$ cat config.mk
export PLATFORM = sky130hd
export DESIGN_NAME = pwo_decode
export DESIGN_NICKNAME = d
export VERILOG_FILES = /design/src/source/pwo_pkg.sv /design/src/source/pwo_decode.sv
export SDC_FILE = /design/constraint.sdc
export NUM_CORES = 1
export LEC_CHECK = 0
export ABC_CLOCK_PERIOD_IN_PS = 2100
export BUFFER_PORTS_ARGS = -buffer_cell sky130_fd_sc_hd__buf_2
export CAP_MARGIN = 25
export CORE_MARGIN = 3
export CORE_UTILIZATION = 45
export DETAILED_ROUTE_END_ITERATION = 8
export MAX_ROUTING_LAYER = met4
export PLACE_DENSITY = 0.8
export SETUP_SLACK_MARGIN = 0.02
export SYNTH_ARGS = -nofsm -noshare
export SYNTH_HDL_FRONTEND = slang
export SYNTH_SLANG_ARGS = --single-unit
export TNS_END_PERCENT = 5
$ cat constraint.sdc
create_clock -name clk -period 2.1 [get_ports clk]
set_input_delay 0.105 -clock clk [delete_from_list [all_inputs] [get_ports clk]]
set_output_delay 0.105 -clock clk [all_outputs]
set_load 0.05 [all_outputs]
$ cat src/source/pwo_pkg.sv
// Pointwise engine shared definitions

package pwo_pkg;

    // ==================================================
    // Arithmetic
    // ==================================================

    // ML-DSA modulus, 2^23 - 2^13 + 1
    localparam logic [22:0] MLDSA_Q = 23'd8380417;

    localparam int COEFF_WIDTH = 23;

    // One spare top bit per slot, always written as zero
    localparam int SLOT_WIDTH = 24;

    // ==================================================
    // Memory layout
    // ==================================================

    localparam int LANES          = 4;
    localparam int WORD_WIDTH     = LANES * SLOT_WIDTH;
    localparam int WORDS_PER_POLY = 64;
    localparam int COUNT_WIDTH    = 6;

    // Pointwise operations
    typedef enum logic [1:0] {
        PWO_MUL = 2'b00,
        PWO_ADD = 2'b01,
        PWO_SUB = 2'b10
    } pwo_mode_t;

endpackage

$ cat src/source/pwo_decode.sv
// Pointwise engine decode
`timescale 1ns/1ps

module pwo_decode #(
    parameter int ADDR_WIDTH = 15
) (
    input  logic                    clk,
    input  logic                    reset_n,

    input  logic                    enable_i,
    input  pwo_pkg::pwo_mode_t      mode_i,
    input  logic                    accumulate_i,
    input  logic [ADDR_WIDTH-1:0]   base_a_i,
    input  logic [ADDR_WIDTH-1:0]   base_b_i,
    input  logic [ADDR_WIDTH-1:0]   base_c_i,
    input  logic                    done_i,

    output logic                    a_rd_en_o,
    output logic [ADDR_WIDTH-1:0]   a_rd_addr_o,
    output logic                    b_rd_en_o,
    output logic [ADDR_WIDTH-1:0]   b_rd_addr_o,
    output logic                    c_rd_en_o,
    output logic [ADDR_WIDTH-1:0]   c_rd_addr_o,

    output logic                    op_valid_o,
    output pwo_pkg::pwo_mode_t      op_mode_o,
    output logic                    op_acc_o,
    output logic [ADDR_WIDTH-1:0]   op_addr_o,
    output logic                    op_last_o,

    output logic                    busy_o
);

    logic                               start;
    logic                               busy_q;
    logic                               rd_en_q;
    logic [pwo_pkg::COUNT_WIDTH-1:0]    count_q;
    logic                               count_last;
    pwo_pkg::pwo_mode_t                 mode_q;
    logic                               acc_q;
    logic [ADDR_WIDTH-1:0]              base_a_q;
    logic [ADDR_WIDTH-1:0]              base_b_q;
    logic [ADDR_WIDTH-1:0]              base_c_q;
    logic [ADDR_WIDTH-1:0]              offset;

    // Start pulses while running are dropped
    assign start      = enable_i && !busy_q;
    assign count_last = (count_q == pwo_pkg::COUNT_WIDTH'(pwo_pkg::WORDS_PER_POLY - 1));
    assign offset     = ADDR_WIDTH'(count_q);

    // ==================================================
    // Run control and word counter
    // ==================================================

    always_ff @(posedge clk or negedge reset_n) begin
        if (!reset_n) begin
            busy_q  <= 1'b0;
            rd_en_q <= 1'b0;
            count_q <= '0;
            mode_q  <= pwo_pkg::PWO_MUL;
            acc_q   <= 1'b0;
        end else begin
            if (start) begin
                busy_q <= 1'b1;
                mode_q <= mode_i;
                acc_q  <= accumulate_i;
            end else if (done_i) begin
                busy_q <= 1'b0;
            end

            // One word read per cycle, 64 in a row
            if (start) begin
                rd_en_q <= 1'b1;
                count_q <= '0;
            end else if (rd_en_q) begin
                count_q <= count_q + 1'b1;
                if (count_last) begin
                    rd_en_q <= 1'b0;
                end
            end
        end
    end

    always_ff @(posedge clk) begin
        if (start) begin
            base_a_q <= base_a_i;
            base_b_q <= base_b_i;
            base_c_q <= base_c_i;
        end
    end

    // Read strobes, c only for an accumulating multiply
    assign a_rd_en_o   = rd_en_q;
    assign b_rd_en_o   = rd_en_q;
    assign c_rd_en_o   = rd_en_q && acc_q && (mode_q == pwo_pkg::PWO_MUL);
    assign a_rd_addr_o = base_a_q + offset;
    assign b_rd_addr_o = base_b_q + offset;
    assign c_rd_addr_o = base_c_q + offset;

    // ==================================================
    // Operation tags, aligned with read data
    // ==================================================

    always_ff @(posedge clk or negedge reset_n) begin
        if (!reset_n) begin
            op_valid_o <= 1'b0;
            op_last_o  <= 1'b0;
        end else begin
            op_valid_o <= rd_en_q;
            op_last_o  <= rd_en_q && count_last;
        end
    end

    // Destination is the same word of c
    always_ff @(posedge clk) begin
        op_mode_o <= mode_q;
        op_acc_o  <= acc_q;
        op_addr_o <= c_rd_addr_o;
    end

    assign busy_o = busy_q;

endmodule

======== Yosys cells after proc, flatten, opt, wreduce, memory -nomap -nowiden ========
Index checks and enable logic that the tools add are counted.
word-level totals
  flip-flop bits (word level) ............. 76
  input port bits ......................... 52
  output and inout bits ................... 69
  word-level logic and storage cells ...... 33
cells by class
  add/sub/neg operators ................... 4
  eq/ne operators ......................... 1
  mux-type cells .......................... 7
  reduce and logical (&&, ||, !) cells .... 8
operator list
  kind                                          count
  adder 15 x 6 -> 15 bit                        3
  2-to-1 mux 6 bit                              2
  adder 6 x 1 -> 6 bit (second input constant)  1
  equality test 6 bit (second input constant)   1
  2-to-1 mux 1 bit                              5
  logical AND 1 bit                             4
  nonzero test 2 bit                            2
  logical NOT 2 bit                             1
  logical NOT 1 bit                             1

======== Logic depth before layout (Yosys ltp) ========
Gate-level depths: netlist of the first run.
  depth in word-level cells ............... 4
  mapped depth ............................ 8
  mapped depth without buffers ............ 8

======== Least setup slack after synthesis of the first run ========
OpenSTA, ideal clock, no wires.
  kind .................................... reg2out
  start point ............................. reg count_q[0] (netlist name)
  end point ............................... out b_rd_addr_o[14]
  arrival time ............................ 2634 ps
  data required time ...................... 1995 ps
  slack ................................... -639 ps
  stages on the path, launching flop included .. 8
  cell sequence ........................... dfrtp_1 > ha_1 > fa_1 > a211oi_1 > o21bai_1 > a21oi_2 > and4b_1 > xor2_1
on the way
  cells in the longest elaborated chain, start to end .. 1
RTL lines
  element                 line              RTL
  start, declared         pwo_decode.sv:37  logic [pwo_pkg::COUNT_WIDTH-1:0] count_q;
  start signal, assigned  pwo_decode.sv:76  count_q <= count_q + 1'b1;
  adder 15 x 6 -> 15 bit  pwo_decode.sv:97  assign b_rd_addr_o = base_b_q + offset;
  end, declared           pwo_decode.sv:21  output logic [ADDR_WIDTH-1:0] b_rd_addr_o,
Every way passes these cells.

======== Worst setup path in the final report of the first run ========
  start point ............................. reg count_q[1] (netlist name)
  end point ............................... out b_rd_addr_o[14]
The elaborated chain is that of the path after synthesis.

==> results by group, run 1 <==
Run status
  – Status: complete, but fails checks
  – Failing checks: setup timing

Clocking
  – TritonCTS buffer count: 9
  – Root buf cell: clkbuf_8
  – Worst-Skew Late Latency: roughly 0.35 ns
  – CTS tree: built
  – H-tree depth: 3
  – Clk buf depth: 2
  – CTS clk-pin slew, worst paths: roughly 0.08 ns
  – # clock sinks: 76

Global route
  – Pin count of the biggest net entering global routing: 31
  – Total global-route track usage: a little over a fifth
  – Vias in the first global route: between 2000 and 3000
  – GRT overflow: 0
  – First-pass GRT wire length: between 10000 and 15000 µm
  – Initial antenna violation count: 0

STA
  – Slew Limit Headroom: between 70% and 80%
  – Least-Margin Pin Slew: just under 0.4 ns
  – Final Hold Fails: 0
  – Fin crit period: about 2.5 ns
  – Clk_skew: 0.0135 ns
  – RSZ-0062 raised after global routing: true
  – Final Cycle Share: 121%
  – Final setup viols: 33
  – Final setup margin: -0.442 ns
  – Fin. max-slew vios: 0
  – F_max: 393 MHz

Pwr
  – Pleak: 2.44 nW
  – Max VDD drop: approximately 0.5 mV
  – Pwr dens: between 1000 and 1500 nW/µm²
  – Power, Total: 6.42 mW

Routing
  – Final ANT Viol Nets: 0
  – # DRC: 0
  – First-pass DRT Iterations: 4
  – Vias per inst: around 4.8
  – DR iter-0 viols: 51
  – Via Count: between 2000 and 3000
  – Routed len/inst: roughly 15 µm
  – Wirelength, routed: a little under 9000 µm

Critical path
  – Reg2reg path depth: 8
  – Critical Path Sink Type: output port
  – Slowest cell on crit path: dfrtp_2
  – Setup slack, reg-to-reg: around 0.16 ns
  – Required time of the worst setup path: ~2 ns
  – Startpoint types: register
  – Max FO, Critical Path: 5
  – Crit-path cells: buf_4 -> fa_2 -> a211oi_2 -> o21bai_1 -> a21oi_2 -> and4b_2 -> xor2_4 -> buf_6
  – Critical path class: reg -> out
  – Reg-to-Reg Start: count_q[0]
  – Worst EP arrival: 2.44 ns
  – RR Endpoint: op_addr_o[12]
  – Max stage delay on crit path: 0.46 ns

Cells and area
  – Design area: about 5600 µm²
  – Nets@finish: about 550
  – Multi-input gate area: around 1700 µm²
  – Most frequent cells in the layout: buf_2, buf_4, dlygate4sd3_1
  – Register area: approximately 2000 µm²
  – Most common cell after layout, fill and taps aside: buf_2
  – Layout area overhead: 63.4%
  – Share of cells above drive strength 1: 48.5%
  – Inserted Diodes: 0
  – Filler instances: approximately 460

Placement
  – Post-DP HPWL: approximately 5700 µm
  – GP Congestion: between 0.8 and 0.9
  – Port-buffer cells: 120
  – Cell Area, Placed: approximately 4600 µm²

Synthesis
  – Mapped Area: between 3000 and 4000 µm²
  – Syn Inst Count: between 200 and 300
  – Synth top area cells: edfxtp_1, dfxtp_1, dfrtp_1
  – Synth top area share: roughly two fifths
  – Seq/Total Area, Yosys: between 50 and 60%
  – Yosys top cell by area: edfxtp_1
  – Register bit total from synthesis: 76
  – Syn Area/Cell: around 13 µm²
  – Synth unique cells: 38
  – Syn nets: 339
  – YS warnings: 0

Die
  – Die Height: 93.4 µm
  – Row cnt: 31
  – Initial Util: between 40 and 50%
  – Core area: 7330 µm²
  – I/O pin count: 121
  – Die Wd: ~93 µm
  – Die outline area: between 8000 and 9000 µm²

Min path
  – Worst Hold Class: in -> reg
  – Hold Crit Start: enable_i
  – Hold depth: 3
  – Hold Path End: busy_o

Run
  – Max-cap violations: 0
## worst max path at each step
stage               startpoint         endpoint  slack, ns  depth (start not counted)
global route        count_q[0]   c_rd_addr_o[8]      -0.51                         10
global placement    count_q[1]  a_rd_addr_o[12]      -0.24                          8
CTS                 count_q[0]   c_rd_addr_o[8]      -0.47                         10
detailed placement  count_q[1]  a_rd_addr_o[10]      -0.29                          8
finish              count_q[1]  b_rd_addr_o[14]      -0.44                          8
floorplan           count_q[0]  a_rd_addr_o[12]      -0.28                          7
## per-layer routing
layer | up-vias | share of wire [%] | track usage, %
met2 | 76 | 55 | 38.2
met1 | 1336 | 39 | 22.0
li1 | 1382 | - | -
met3 | 12 | 4.5 | 5.31
met5 | - | 0 | -
met4 | 0 | 1.3 | 6.59
## synthesized netlist by cell type
master,instances
xor2_1,16
o311a_4,1
mux2_2,3
a21boi_0,1
a21o_1,5
buf_2,2
nor3_1,6
nand3_1,6
edfxtp_1,45
buf_4,1
or2_2,2
o21bai_1,2
fa_1,3
dfxtp_1,18
o31a_1,1
a21oi_2,2
xnor2_1,23
o21ai_0,9
a211oi_1,6
nand2_1,13
nand3_2,2
nor2b_1,2
or3_1,1
and4b_1,1
ha_1,19
o21a_1,4
nor2_1,25
a211oi_2,2
mux2i_1,1
dfrtp_1,13
and3_1,3
inv_1,8
o311a_1,1
o41a_1,2
a21oi_1,6
nand4_1,7
and4_1,2
nor4_2,1
## critical path: cells and delay by family (launching register included)
kind                     cells  cell delay (ns)
AO/OA/AOI/OAI                3             0.48
AND/OR/NAND/NOR              1             0.27
flip-flops                   1             0.46
XOR/XNOR                     1             0.15
buffers and inverters        2             0.31
adder cells (fa/ha/maj)      1             0.41
## power breakdown
part           internal [mW]  switching, mW
Sequential              1.80          0.145
Clock                  0.567          0.578
Combinational           1.20           2.13
Total                   3.57           2.85
## layout make-up
type                    instances  share of cell area (%)
flip-flops and latches         76                    36.3
clock inverters                 7                    1.43
clock buffers                   9                    2.20
repair buffers                207                    27.7
inverters                       8                   0.534
multi-input cells             178                    29.6
well taps                      99                    2.20
## repair_timing
item                                    CTS  global route
hold endpoints to repair                 62             0
pin swaps                                21             8
hold buffers                             50             0
resized for setup                        83            18
buffers inserted                          4             1
gates cloned                              0             0
endpoints found under the setup margin   40            42
## sequential cells by signal (all words and copies together), names as in the netlist
register	cells
base_a_q	15
base_b_q	15
base_c_q	15
op_addr_o	15
count_q	6
mode_q	2
op_mode_o	2
a_rd_en_o	1
acc_q	1
busy_o	1
op_acc_o	1
op_last_o	1
op_valid_o	1
## per-stage QoR
step,TNS [ns],instances,util [%],hold slack [ns],worst slack [ns]
final,-10.0,584,76.7,0.0413,-0.442
after global routing,-13.06,584,76.7,0.0476,-0.510
after CTS,-11.18,583,75.9,0.0244,-0.474
after detailed placement,-4.33,513,62.1,0.0120,-0.286
after global placement,-3.29,513,62.1,0.00482,-0.239
after floorplan,-5.75,265,-,-0.191,-0.284
## logic make-up after synthesis
logic type                 share of synthesized area [%]
adders and majority gates                           8.66
and+or+nand+nor                                     10.4
xor gates and xnor gates                            9.93
DFF                                                 59.2
muxes                                               1.27
AOI/OAI and AO/OA                                   9.17
buffers and inverters                               1.38
Power figures use the tool's default switching activity.
==> run 2, diff against run 1 <==
SETUP_SLACK_MARGIN = unset   (was 0.02)
==> results by group, run 2 (synthesized netlist as in run 1, its figures left out) <==
Pwr
  – Internal power: 3.47 mW (-2.8%)
  – Pwr dens: 1140 nW/µm² (-0.44%)
  – Pleak: 2.42 nW (-0.58%)
  – Comb power frac: 53.1% (+1.2 points)
  – Net Sw Power: 2.88 mW (+1.2%)
  – Sequential power share: 30.7% (+0.4 points)
  – Power, Total: 6.35 mW (-1.0%)
  – Sw Share: 45.4% (+1.0 points)
  – Max VDD drop: 1.22 mV (+140%)
  – Clk pwr share: 16.3% (-1.6 points)

Die
  – Initial Util: 46.9% (unchanged)
  – Die Height: 93.4 µm (unchanged)
  – Row cnt: 31 (unchanged)
  – Core area: 7330 µm² (unchanged)
  – Die outline area: 8730 µm² (unchanged)
  – Die Wd: 93.4 µm (unchanged)
  – I/O pin count: 121 (unchanged)

Critical path
  – Max FO, Critical Path: 4 (-1)
  – Worst EP arrival: 2.37 ns (-0.07 ns)
  – Startpoint types: register
  – Critical Path Source: base_b_q[1]
  – Required time of the worst setup path: 2.00 ns (about the same)
  – Critical Path Sink Type: output port
  – Critical path class: reg -> out
  – Reg-to-Reg Start: count_q[2]

Clocking
  – Worst-Skew Late Latency: 0.35 ns (about the same)
  – Clk buf depth: 2 (unchanged)
  – CTS clk-pin slew, worst paths: 0.09 ns (about the same)
  – # clock sinks: 76 (unchanged)
  – TritonCTS buffer count: 9 (unchanged)
  – Root buf cell: clkbuf_8
  – CTS tree: built
  – H-tree depth: 3 (unchanged)

Cells and area
  – Nets@finish: 549 (-0.90%)
  – Most frequent cells in the layout: buf_2, dlygate4sd3_1, edfxtp_1
  – Final Non-Filler Cells: 579 (-0.86%)
  – Layout Utilization: 76.2% (-0.44 points)
  – Register area: 2040 µm² (unchanged)
  – Design area: 5590 µm² (-0.58%)
  – Layout area overhead: 62.4%
  – Multi-input gate area: 1670 µm² (about the same)
  – Filler instances: 447 (-2.4%)
  – Share of cells above drive strength 1: 48.1% (-0.33 points)
  – Most common cell after layout, fill and taps aside: buf_2
  – Inserted Diodes: 0 (unchanged)

STA
  – Setup TNS: -9.43 ns (+0.563 ns)
  – Final setup margin: -0.376 ns (+0.0657 ns)
  – Fin. max-slew vios: 0 (unchanged)
  – Clk_skew: 0.00895 ns (-0.00456 ns)
  – RSZ-0062 raised after global routing: true
  – Final setup viols: 34 (+3.0%)
  – Final Hold Fails: 0 (unchanged)
  – Final Cycle Share: 118% (-3.1 points)
  – Slew Limit Headroom: 77.8% (+3.6 points)
  – WHS: 0.0447 ns (+0.00336 ns)
  – Least-Margin Pin Slew: 0.333 ns (-0.0548 ns)
  – Fin crit period: 2.48 ns (-0.0657 ns)
  – F_max: 404 MHz (+2.7%)

Min path
  – Hold Crit Start: enable_i
  – Worst Hold Class: in -> reg

Run
  – Max-cap violations: 0 (unchanged)

Placement
  – Placed insts: 508 (-0.97%)
  – Setup Slack @ Placement: -0.277 ns (+0.00891 ns)
  – Post-DP HPWL: 5500 µm (-3.5%)
  – Port-buffer cells: 120 (unchanged)
  – GP Congestion: 0.860 (+4.0%)
  – Cell Area, Placed: 4510 µm² (-1.1%)

Routing
  – Vias per inst: 4.82 (+0.40%)
  – # DRC: 0 (unchanged)
  – DR iter-0 viols: 121 (+140%)
  – Routed len/inst: 15.4 µm (+3.7%)
  – Via Count: 2793 (-0.46%)
  – Wirelength, routed: 8890 µm (+2.8%)
  – First-pass DRT Iterations: 4 (unchanged)
  – Final ANT Viol Nets: 0 (unchanged)

Run status
  – Status: complete, but fails checks
  – Failing checks: setup timing

Global route
  – Initial antenna violation count: 0 (unchanged)
  – Vias in the first global route: 2979 (+1.2%)
  – Pin count of the biggest net entering global routing: 56 (+81%)
  – Total global-route track usage: 21.8% (+0.86 points)
  – First-pass GRT wire length: 14100 µm (+4.6%)
  – GRT overflow: 0 (unchanged)
[run 2: changes by cell type in the layout (fill, tap and decap cells not counted), sizes merged]
cell	change
clkinvlp	-1
buf	-6
bufinv	-1
inv	+2
clkbuf	+1
[run 2: final cells by class]
cell class	instances	area share, %
Clock buffer	9	2.22
Clock inverter	7	0.963
Inverter	8	0.538
Multi-Input combinational cell	178	29.8
Sequential cell	76	36.5
Tap cell	99	2.22
Timing Repair Buffer	202	27.7
[run 2: worst paths after layout]
| path | depth (start not counted) | to | slack, ns |
|---|---|---|---|
| setup reg to reg | 8 | op_addr_o[9] | 0.11 |
| hold reg to reg | 0 | op_mode_o[1] | 0.40 |
| hold / removal | 3 | busy_o | 0.04 |
| setup / recovery | 8 | b_rd_addr_o[9] | -0.38 |
| max in group asynchronous | 2 | count_q[1] | 1.67 |
| min in group asynchronous | 2 | count_q[4] | 0.17 |
[run 2: power by group through the flow]
stage	clock network, mW	logic, mW	registers (mW)
2_1_floorplan	0	1.73	2.27
5_1_grt	1.13	3.56	1.98
6_report	1.03	3.37	1.95
3_3_place_gp	0	2.79	1.95
3_5_place_dp	0	2.82	1.96
4_1_cts	1.06	3.16	1.94
[run 2: critical path: stages (launching register included)]
cell	delay (ns)
edfxtp_1	0.41
buf_4	0.15
ha_1	0.29
a211oi_2	0.20
nor2_1	0.09
o41a_1	0.39
nand4_1	0.13
xnor2_1	0.14
buf_4	0.23
[run 2: layer usage]
metal  vias up  global-route usage (%)  wire length, µm
li1       1375                       -                -
met1      1321                    24.1             3420
met2        85                    39.6             4930
met3        12                    3.54              393
met4         0                    7.45              142
met5         -                       -                0
[run 2: repair_timing]
action | 4_1_cts | 5_1_grt
endpoints found under the hold margin | 62 | 0
gates resized for setup | 81 | 26
endpoints found under the setup margin | 38 | 41
pin swaps | 20 | 8
hold buffers | 50 | 0
buffers inserted | 2 | 3
